**src/rtl/synth_pkg.sv**
```systemverilog
package synth_pkg;

    // Data widths
    localparam int sample_w = 8;                  // Samples, amplitudes, envelope levels
    localparam int note_w   = 6;                  // Note number input
    localparam int div_w    = 12;                 // Divider count and threshold

    localparam logic [sample_w-1:0] sample_max = {sample_w{1'b1}};

    // Note and octave layout
    localparam int notes_per_octave = 12;
    localparam int num_octaves      = 5;          // Octaves 2 to 6
    localparam int num_notes        = notes_per_octave * num_octaves;
    localparam int default_note     = 33;         // A4
    localparam int octave_w         = $clog2(num_octaves);
    localparam int semitone_w       = $clog2(notes_per_octave);

    // Octave 2 divider thresholds, C to B
    // Each is 25 MHz / (256 * f) - 1, higher octaves shift right
    localparam logic [div_w-1:0] note_base_threshold [0:notes_per_octave-1] = '{
        12'd1492,                                 // C2
        12'd1408,                                 // C#2
        12'd1329,                                 // D2
        12'd1255,                                 // D#2
        12'd1184,                                 // E2
        12'd1118,                                 // F2
        12'd1055,                                 // F#2
        12'd996,                                  // G2
        12'd940,                                  // G#2
        12'd887,                                  // A2
        12'd837,                                  // A#2
        12'd790                                   // B2
    };

    // Envelope hold phases
    localparam int hold_ticks = 256;              // Idle and sustain length
    localparam int hold_cnt_w = $clog2(hold_ticks);
    localparam logic [hold_cnt_w-1:0] hold_last = hold_cnt_w'(hold_ticks - 1);

    // Square wave half period
    localparam int square_half_ticks = 128;
    localparam int square_cnt_w      = $clog2(square_half_ticks);
    localparam logic [square_cnt_w-1:0] square_last = square_cnt_w'(square_half_ticks - 1);

    typedef enum logic [1:0] {
        wave_triangle,
        wave_sawtooth,
        wave_square,
        wave_silent                               // Replaces the old sine slot
    } wave_sel_e;

    typedef enum logic [2:0] {
        adsr_idle,
        adsr_attack,
        adsr_decay,
        adsr_sustain,
        adsr_release
    } adsr_state_e;

endpackage
```
**src/rtl/synth_voice.sv**
```systemverilog
`timescale 1ns/100ps

module synth_voice (
    input  logic                           clk,
    input  logic                           reset,
    input  logic [synth_pkg::note_w-1:0]   freq_select,
    input  synth_pkg::wave_sel_e           wave_select,
    input  logic [synth_pkg::sample_w-1:0] attack,
    input  logic [synth_pkg::sample_w-1:0] decay,      // Unused, decay rate is fixed
    input  logic [synth_pkg::sample_w-1:0] sustain,
    output logic [synth_pkg::sample_w-1:0] wave_out,
    output logic [synth_pkg::sample_w-1:0] amplitude
);

    logic                           tick;
    logic [synth_pkg::sample_w-1:0] triangle;
    logic [synth_pkg::sample_w-1:0] sawtooth;
    logic [synth_pkg::sample_w-1:0] square;

    pitch_divider i_pitch_divider (
        .clk         (clk),
        .reset       (reset),
        .freq_select (freq_select),
        .tick        (tick)
    );

    oscillator_bank i_oscillator_bank (
        .clk      (clk),
        .reset    (reset),
        .tick     (tick),
        .triangle (triangle),
        .sawtooth (sawtooth),
        .square   (square)
    );

    envelope_generator i_envelope_generator (
        .clk       (clk),
        .reset     (reset),
        .tick      (tick),
        .attack    (attack),
        .sustain   (sustain),
        .amplitude (amplitude)
    );

    // Output lags the amplitude by one clock
    voice_output_stage i_voice_output_stage (
        .clk         (clk),
        .reset       (reset),
        .wave_select (wave_select),
        .triangle    (triangle),
        .sawtooth    (sawtooth),
        .square      (square),
        .amplitude   (amplitude),
        .wave_out    (wave_out)
    );

endmodule

```
**src/rtl/voice_output_stage.sv**
```systemverilog
`timescale 1ns/100ps

module voice_output_stage (
    input  logic                           clk,
    input  logic                           reset,
    input  synth_pkg::wave_sel_e           wave_select,
    input  logic [synth_pkg::sample_w-1:0] triangle,
    input  logic [synth_pkg::sample_w-1:0] sawtooth,
    input  logic [synth_pkg::sample_w-1:0] square,
    input  logic [synth_pkg::sample_w-1:0] amplitude,
    output logic [synth_pkg::sample_w-1:0] wave_out
);

    logic [synth_pkg::sample_w-1:0]   selected;
    logic [2*synth_pkg::sample_w-1:0] scaled;

    always_comb begin
        case (wave_select)
            synth_pkg::wave_triangle: selected = triangle;
            synth_pkg::wave_sawtooth: selected = sawtooth;
            synth_pkg::wave_square:   selected = square;
            default:                  selected = '0;   // Silent
        endcase
    end

    assign scaled = selected * amplitude;

    always_ff @(posedge clk or posedge reset) begin
        if (reset) begin
            wave_out <= '0;
        end else begin
            wave_out <= scaled[2*synth_pkg::sample_w-1:synth_pkg::sample_w];  // Divide by 256
        end
    end

endmodule

```
**src/rtl/envelope_generator.sv**
```systemverilog
`timescale 1ns/100ps

module envelope_generator (
    input  logic                           clk,
    input  logic                           reset,
    input  logic                           tick,
    input  logic [synth_pkg::sample_w-1:0] attack,
    input  logic [synth_pkg::sample_w-1:0] sustain,
    output logic [synth_pkg::sample_w-1:0] amplitude
);

    synth_pkg::adsr_state_e               state;
    logic [synth_pkg::hold_cnt_w-1:0]     hold_cnt;   // Idle and sustain timer

    always_ff @(posedge clk or posedge reset) begin
        if (reset) begin
            state     <= synth_pkg::adsr_idle;
            amplitude <= '0;
            hold_cnt  <= '0;
        end else if (tick) begin
            case (state)
                synth_pkg::adsr_idle: begin
                    if (hold_cnt == synth_pkg::hold_last) begin
                        state    <= synth_pkg::adsr_attack;
                        hold_cnt <= '0;
                    end else begin
                        hold_cnt <= hold_cnt + 1'b1;
                    end
                end
                synth_pkg::adsr_attack: begin
                    if (amplitude < attack) begin
                        amplitude <= amplitude + 1'b1;
                    end else begin
                        state <= synth_pkg::adsr_decay;    // Peak reached
                    end
                end
                synth_pkg::adsr_decay: begin
                    if (amplitude > sustain) begin
                        amplitude <= amplitude - 1'b1;     // Fixed rate, one per tick
                    end else begin
                        state <= synth_pkg::adsr_sustain;
                    end
                end
                synth_pkg::adsr_sustain: begin
                    // Jumps up here when sustain exceeds attack
                    amplitude <= sustain;
                    if (hold_cnt == synth_pkg::hold_last) begin
                        state    <= synth_pkg::adsr_release;
                        hold_cnt <= '0;
                    end else begin
                        hold_cnt <= hold_cnt + 1'b1;
                    end
                end
                synth_pkg::adsr_release: begin
                    if (amplitude > '0) begin
                        amplitude <= amplitude - 1'b1;
                    end else begin
                        state <= synth_pkg::adsr_idle;
                    end
                end
                default: begin
                    state <= synth_pkg::adsr_idle;         // Recover from unused codes
                end
            endcase
        end
    end

endmodule

```
**src/rtl/oscillator_bank.sv**
```systemverilog
`timescale 1ns/100ps

module oscillator_bank (
    input  logic                           clk,
    input  logic                           reset,
    input  logic                           tick,
    output logic [synth_pkg::sample_w-1:0] triangle,
    output logic [synth_pkg::sample_w-1:0] sawtooth,
    output logic [synth_pkg::sample_w-1:0] square
);

    logic                                 tri_up;      // Triangle direction
    logic [synth_pkg::square_cnt_w-1:0]   square_cnt;

    // Sawtooth phase wraps modulo 256
    always_ff @(posedge clk or posedge reset) begin
        if (reset) begin
            sawtooth <= '0;
        end else if (tick) begin
            sawtooth <= sawtooth + 1'b1;
        end
    end

    // Triangle spends one tick at each turning point
    always_ff @(posedge clk or posedge reset) begin
        if (reset) begin
            triangle <= '0;
            tri_up   <= 1'b1;
        end else if (tick) begin
            if (tri_up) begin
                if (triangle < synth_pkg::sample_max) begin
                    triangle <= triangle + 1'b1;
                end else begin
                    tri_up <= 1'b0;                    // Turn at the peak
                end
            end else begin
                if (triangle > '0) begin
                    triangle <= triangle - 1'b1;
                end else begin
                    tri_up <= 1'b1;                    // Turn at zero
                end
            end
        end
    end

    // Square toggles between 0 and full scale every half period
    always_ff @(posedge clk or posedge reset) begin
        if (reset) begin
            square_cnt <= '0;
            square     <= '0;                          // Starts low
        end else if (tick) begin
            if (square_cnt == synth_pkg::square_last) begin
                square_cnt <= '0;
                square     <= ~square;
            end else begin
                square_cnt <= square_cnt + 1'b1;
            end
        end
    end

endmodule

```
**src/rtl/pitch_divider.sv**
```systemverilog
`timescale 1ns/100ps

module pitch_divider (
    input  logic                         clk,
    input  logic                         reset,
    input  logic [synth_pkg::note_w-1:0] freq_select,
    output logic                         tick
);

    logic [synth_pkg::note_w-1:0]     note_idx;
    logic [synth_pkg::octave_w-1:0]   octave;
    logic [synth_pkg::semitone_w-1:0] semitone;
    logic [synth_pkg::div_w-1:0]      threshold;
    logic [synth_pkg::div_w-1:0]      div_cnt;

    // Out of range notes play A4
    always_comb begin
        if (freq_select >= synth_pkg::num_notes) begin
            note_idx = synth_pkg::note_w'(synth_pkg::default_note);
        end else begin
            note_idx = freq_select;
        end
    end

    assign octave   = synth_pkg::octave_w'(note_idx / synth_pkg::notes_per_octave);
    assign semitone = synth_pkg::semitone_w'(note_idx % synth_pkg::notes_per_octave);

    // One octave up halves the threshold
    assign threshold = synth_pkg::note_base_threshold[semitone] >> octave;

    always_ff @(posedge clk or posedge reset) begin
        if (reset) begin
            div_cnt <= '0;
            tick    <= 1'b0;
        end else begin
            if (div_cnt >= threshold) begin  // Also catches a threshold lowered mid-count
                div_cnt <= '0;
                tick    <= 1'b1;
            end else begin
                div_cnt <= div_cnt + 1'b1;
                tick    <= 1'b0;
            end
        end
    end

endmodule

```
**config.mk**
```make
export PLATFORM = sky130hd
export DESIGN_NAME = synth_voice
export DESIGN_NICKNAME = d
export VERILOG_FILES = /design/src/rtl/synth_pkg.sv /design/src/rtl/synth_voice.sv /design/src/rtl/voice_output_stage.sv /design/src/rtl/envelope_generator.sv /design/src/rtl/oscillator_bank.sv /design/src/rtl/pitch_divider.sv
export SDC_FILE = /design/constraint.sdc
export NUM_CORES = 1
export LEC_CHECK = 0
export BUFFER_PORTS_ARGS = -buffer_cell sky130_fd_sc_hd__buf_2
export CORE_MARGIN = 3
export CORE_UTILIZATION = 42
export DETAILED_ROUTE_END_ITERATION = 12
export PLACE_DENSITY = 0.57
export SETUP_SLACK_MARGIN = 0.02
export SLEW_MARGIN = 20
export SYNTH_ARGS = -nofsm -noshare
export SYNTH_HDL_FRONTEND = slang
export SYNTH_SLANG_ARGS = --single-unit
```
**constraint.sdc**
```tcl
create_clock -name clk -period 6.7 [get_ports clk]
set_clock_uncertainty 0.05 [all_clocks]
set_input_delay 1.34 -clock clk [delete_from_list [all_inputs] [get_ports clk]]
set_output_delay 1.34 -clock clk [all_outputs]
set_load 0.005 [all_outputs]
```
**Word level (Yosys, flattened, before mapping)**

Memory sizes are Yosys's and may differ from the RTL's.
Cells that the tools add are included.

- $add $sub $neg: 8
- Multiply operators: 1
- Div/mod/pow operators: 2
- Magnitude comparators: 8
- Eq/ne operators: 17
- Shift-type cells: 1
- Multiplexer cells: 24
- Bitwise gates (word level): 2
- Reductions and logical operators: 10

Operator list:

| operator | count |
|---|---|
| two-way mux 8 bit | 7 |
| two-way mux 12 bit | 3 |
| adder 8 x 1 -> 8 bit (second input constant) | 4 |
| divider 6 x 4 -> 32 bit (second input constant) | 1 |
| modulo 6 x 4 -> 32 bit (second input constant) | 1 |
| one-hot mux 8 bit (4 select lines) | 1 |
| one-hot mux 8 bit (3 select lines) | 1 |
| greater-than comparator 8 x 1 -> 1 bit (second input constant) | 2 |
| multiplier 8 x 8 -> 16 bit | 1 |
| subtractor 8 x 1 -> 8 bit (second input constant) | 2 |
| two-way mux 3 bit | 5 |
| one-hot mux 3 bit (5 select lines) | 1 |
| adder 12 x 1 -> 12 bit (second input constant) | 1 |
| greater-or-equal comparator 12 bit | 1 |
| right shift 12 x 3 -> 12 bit | 1 |
| inequality test 2 x 1 -> 1 bit (second input constant) | 5 |
| equality test 8 bit (second input constant) | 1 |
| greater-than comparator 8 bit | 1 |
| < comparator 8 bit | 1 |
| < comparator 8 bit (second input constant) | 1 |
| inequality test 2 bit (second input constant) | 4 |
| inverter 8 bit | 1 |
| adder 7 x 1 -> 7 bit (second input constant) | 1 |
| equality test 7 bit (second input constant) | 1 |
| 20 further kinds | 25 |

- Flip-flop bits (word level): 72
- Latch bits: 0
- RAM bits: 0
- Bits in read-only memories: 192
- Bits of input ports: 34
- Output and inout bits: 16
- Memories kept: 1

Memories:

| name | words | width | read ports | clocked after Yosys merged registers in | wr ports | line | RTL |
|---|---|---|---|---|---|---|---|
| (no name shown) | 16 | 12 | 1 | 0 | 0 | pitch_divider.sv:29 | `assign threshold = synth_pkg::note_base_threshold[semitone] >> octave;` |

**Depth between registers and ports, before layout**

- Depth in word-level cells: 10
- Gate-level depth with buffers: 28
- Gate-level depth less buffers: 23

**By module**

A second synthesis with hierarchy kept.

- Cell total of the unflattened synthesis: 828
- Area total of the unflattened synthesis: 7,723.7 um^2

Modules (own cells, without submodules):

| module | instances | cells an instance | area an instance (um^2) | seq. area each (um^2) |
|---|---|---|---|---|
| voice_output_stage | 1 | 237 | 2,311.0 | 200.2 |
| pitch_divider | 1 | 265 | 2,055.7 | 325.3 |
| envelope_generator | 1 | 193 | 1,767.9 | 475.5 |
| oscillator_bank | 1 | 133 | 1,589.0 | 802.0 |

**Least setup slack after synthesis**

OpenSTA, ideal clock, no wires.

- Path type: input to register
- Start: in wave_select[0]
- End: reg i_voice_output_stage.wave_out[7] (netlist name)
- Data arrival time: 6,156 ps
- Data required time: 6,570 ps
- Setup slack: 414 ps
- Stages: 20
- Cell sequence: buf_2 -> nor2b_1 -> buf_2 -> nand2_1 -> o21ai_1 -> and2_1 -> fa_1 -> inv_1 -> fa_1 -> inv_1 -> fa_1 -> fa_1 -> ha_1 -> a2111oi_0 -> a211oi_2 -> o41a_1 -> a41o_1 -> o21a_1 -> nor2_1 -> xnor2_1

- Cells in the longest elaborated chain, start to end: 3

Ends and longest elaborated chain:

| item | line | RTL |
|---|---|---|
| start, declared | synth_voice.sv:7 | `input synth_pkg::wave_sel_e wave_select,` |
| equality test 2 bit (tied with other cells) | voice_output_stage.sv:18 | `case (wave_select)` |
| one-hot mux 8 bit (3 select lines) (*) | voice_output_stage.sv:18 |  |
| multiplier 8 x 8 -> 16 bit (*) | voice_output_stage.sv:26 | `assign scaled = selected * amplitude;` |
| via i_voice_output_stage.scaled (one bit) | voice_output_stage.sv:15 | `logic [2*synth_pkg::sample_w-1:0] scaled;` |
| end signal, assigned | voice_output_stage.sv:32 | `wave_out <= scaled[2*synth_pkg::sample_w-1:synth_pkg::sample_w];` |
| end, declared | voice_output_stage.sv:11 | `output logic [synth_pkg::sample_w-1:0] wave_out` |

The timed path passes the listed nets; every way through them passes the cells marked *.
A chain may end at the register's enable or synchronous reset.

**Worst setup path after layout**

Same ends and word-level chain as after synthesis.

==> metrics.csv <==
stage;metric;value;unit
critical_path;critical_path_peak_fanout;9;
synth;yosysSeqAreaShare;24.8;%
synth;synthTopCellsByCount;ha_1 (87), inv_1 (82), nand2_1 (82);
critical_path;endpoint_kind;register;
clocking;cts.path.max_buffers;2;
global_routing;grt_usage;17.1;%
critical_path;start_kind;input pin;
global_routing;antenna_found_initial;0;
cells_and_area;nets;1004;
drt;drt_first_pass_iters;5;
critical_path;critPathKind;input pin to register;
sta;fmax;165;MHz
cells_and_area;area_delta_synth_final;10.2;%
hold_path;holdCritPathClass;register to register;
floorplan;num_rows;47;
floorplan;die_h;138;um
placed_design;io_buffers;41;
placed_design;dpl.hpwl;11.9;mm
synth;postSynthAreaPerCell;9.01;sq um
clocking;htree_levels;3;
sta;relSlewSlack;38.7;%
clocking;hold_buffers;0;
drt;drt_iter0_drc;283;
synth;synthArstFlopShare;100;%
sta;setup_total_negative_slack;0;ns
sta;fin_ws;0.627;ns
global_routing;grt_pass1_wl;26.2;mm
synth;yosysMostFrequentCell;ha_1;
cells_and_area;fin_util;47.9;%
synth;syn-cell-area;7280;sq um
clocking;clock-sinks;72;
critical_path;cp.arrival;6.27;ns
sta;tightest_slew;0.920;ns
critical_path;path_cells;buf_2 -> nor2b_1 -> buf_4 -> nand2_1 -> o21ai_1 -> buf_4 -> and2_1 -> fa_1 -> ha_1 -> inv_1 -> fa_1 -> fa_1 -> inv_1 -> ha_1 -> a2111oi_0 -> buf_4 -> a211oi_2 -> o41a_1 -> a41o_1 -> o21a_1 -> nor2_1 -> xnor2_1;
floorplan;die_x;138;um
critical_path;slowest_stage;fa_1;
sta;period_needed;6.07;ns
power_and_ir_drop;peakVddDrop;0.150;mV
synth;syn_inst;808;
placed_design;dp_slack;0.277;ns
synth;yosys-top-cells-area;dfrtp_1 (24%), ha_1 (15%), fa_1 (10%), inv_1 (4.2%), nand2_1 (4.2%);
sta;hold_viol;0;
synth;synth_ff_type;dfrtp_1;
power_and_ir_drop;power_density;268;nW/um^2
clocking;cts_made_buffers;9;
critical_path;required;6.90;ns
floorplan;io_pins;50;
synth;netlist.area_leader.share;24.4;%
synth;synth.largest_area_cell;dfrtp_1;
cells_and_area;drive_gt1_share;13.1;%
critical_path;cpPeakStageDelay;0.54;ns
cells_and_area;antenna_cells;0;
floorplan;core-area;16800;sq um
clocking;cts-resized-gates;0;
power_and_ir_drop;p_leak;4.06;nW
placed_design;gp_congestion;0.821;
synth;ys_types;85;
sta;rsz0062_at_grt;false;
synth;synth_warnings;0;
drt;via_per_inst;5.35;
global_routing;grt_pass1_vias;5620;
global_routing;overflow;0;
sta;setup_viol;0;
sta;finalCritPeriodShare;90.6;%
clocking;cts_tree;done;
drt;routed_wl;15.5;mm
global_routing;grt_max_degree;73;
clocking;clkLatencyLatePin;0.33;ns
drt;avgRoutedWirePerCell;14.5;um
floorplan;start_util;43.4;%
outcome;status;complete, no violations;
clocking;cts_root_buf;clkbuf_16;
synth;synth_seq_cells;72;
drt;drc_errors;0;
floorplan;die_area;19000;sq um
clocking;postCtsSetupBuffers;0;
synth;syn-num-nets;966;
synth;synth_edf_count;0;
sta;maxSlewViolCount;0;
run;maxCapViolations;0;
clocking;clk_pin_slew_worst_paths;0.06;ns
sta;holdWs;0.421;ns
drt;routed-via-count;5729;
power_and_ir_drop;totalPowerFinal;2.15;mW
drt;ant_nets;0;
## through the flow
step                instance area (sq um)  std cells
finish                               8020       1070
global route                         8020       1070
CTS                                  8020       1070
detailed placement                   7700       1055
global placement                     7700       1055
floorplan                            7280        808
## sequential cells by signal, indices dropped and copies added (netlist names)
name	count
i_envelope_generator.amplitude	8
i_envelope_generator.hold_cnt	8
i_envelope_generator.state	3
i_oscillator_bank.sawtooth	8
i_oscillator_bank.square	8
i_oscillator_bank.square_cnt	7
i_oscillator_bank.tri_up	1
i_oscillator_bank.triangle	8
i_pitch_divider.div_cnt	12
i_pitch_divider.tick	1
i_voice_output_stage.wave_out	8
## metal layers
layer	track usage (%)	up-vias	share of wire, %
met5	0	-	0
met4	5.21	0	1.2
met3	1.97	15	3.1
met2	28.6	106	47
met1	23.1	2751	49
li1	-	2857	-
## area by class of cell
| type | instances | area (sq um) |
|---|---|---|
| Multi-Input combinational cell | 628 | 5020 |
| Clock inverter | 5 | 81.3 |
| Sequential cell | 72 | 1800 |
| Timing Repair Buffer | 53 | 295 |
| Inverter | 82 | 308 |
| Tap cell | 220 | 275 |
| Clock buffer | 10 | 239 |
| Fill cell | 1598 | 8740 |
## path summary, 6_finish.rpt
path	start	endpoint	slack, ns	depth (start not counted)
max	wave_select[0]	i_voice_output_stage.wave_out[7]	0.63	22
min	i_oscillator_bank.square[5]	i_oscillator_bank.square[5]	0.42	1
max reg2reg	i_oscillator_bank.triangle[0]	i_voice_output_stage.wave_out[7]	1.46	17
min reg2reg	i_oscillator_bank.square[5]	i_oscillator_bank.square[5]	0.42	1
max in group asynchronous	reset	i_voice_output_stage.wave_out[7]	4.77	3
min in group asynchronous	reset	i_envelope_generator.hold_cnt[4]	1.21	3
## cell usage in the layout, fill, tap and decap left out, types with 3 or more instances in the layout
cell        n
nor3_1     16
xor2_1     21
o22ai_1     3
nand4_1    17
a21oi_1    36
buf_4      12
nor4_1      4
fa_1       37
and3_1      5
mux2_2     10
o21ai_0    24
xnor2_1    32
nor2_1     66
a211oi_1    4
nor2b_1     7
nand2b_1    4
clkbuf_16   9
nand2_1    82
a21o_1     10
inv_1      81
o21ai_1     8
dfrtp_1    71
buf_2      41
a31oi_1     4
ha_1       87
mux2i_1    15
nand3_1    26
a211o_1     3
o21a_1      8
o21bai_1    3
nand2_2     3
and2_1     30
or3_1       3
## critical path: cells and delay by family
| family | cells | cell delay, ns |
|---|---|---|
| adders and majority gates | 5 | 1.95 |
| AOI/OAI and AO/OA | 6 | 1.56 |
| buffers and inverters | 6 | 0.83 |
| and+or+nand+nor | 4 | 0.46 |
| xor gates and xnor gates | 1 | 0.13 |
## report_power, final
part           total, mW  leakage, nW  internal (mW)  switching [mW]
logic              0.895         2.97          0.422           0.473
clock network      0.515        0.155          0.334           0.181
registers          0.744        0.940          0.530           0.214
total               2.15         4.06           1.28           0.869
## kinds of logic (layout without fill, tap and decap cells)
group                      after synthesis  count (layout)  synth area share (%)
xor gates and xnor gates                53              53                  6.38
muxes                                   27              27                  4.00
AOI/OAI and AO/OA                      145             145                  14.8
and+or+nand+nor                        279             279                  18.6
DFF                                     72              72                  24.8
adders and majority gates              124             124                  25.1
buffers and inverters                  108             150                  6.29
(Power assumes the default switching activity.)
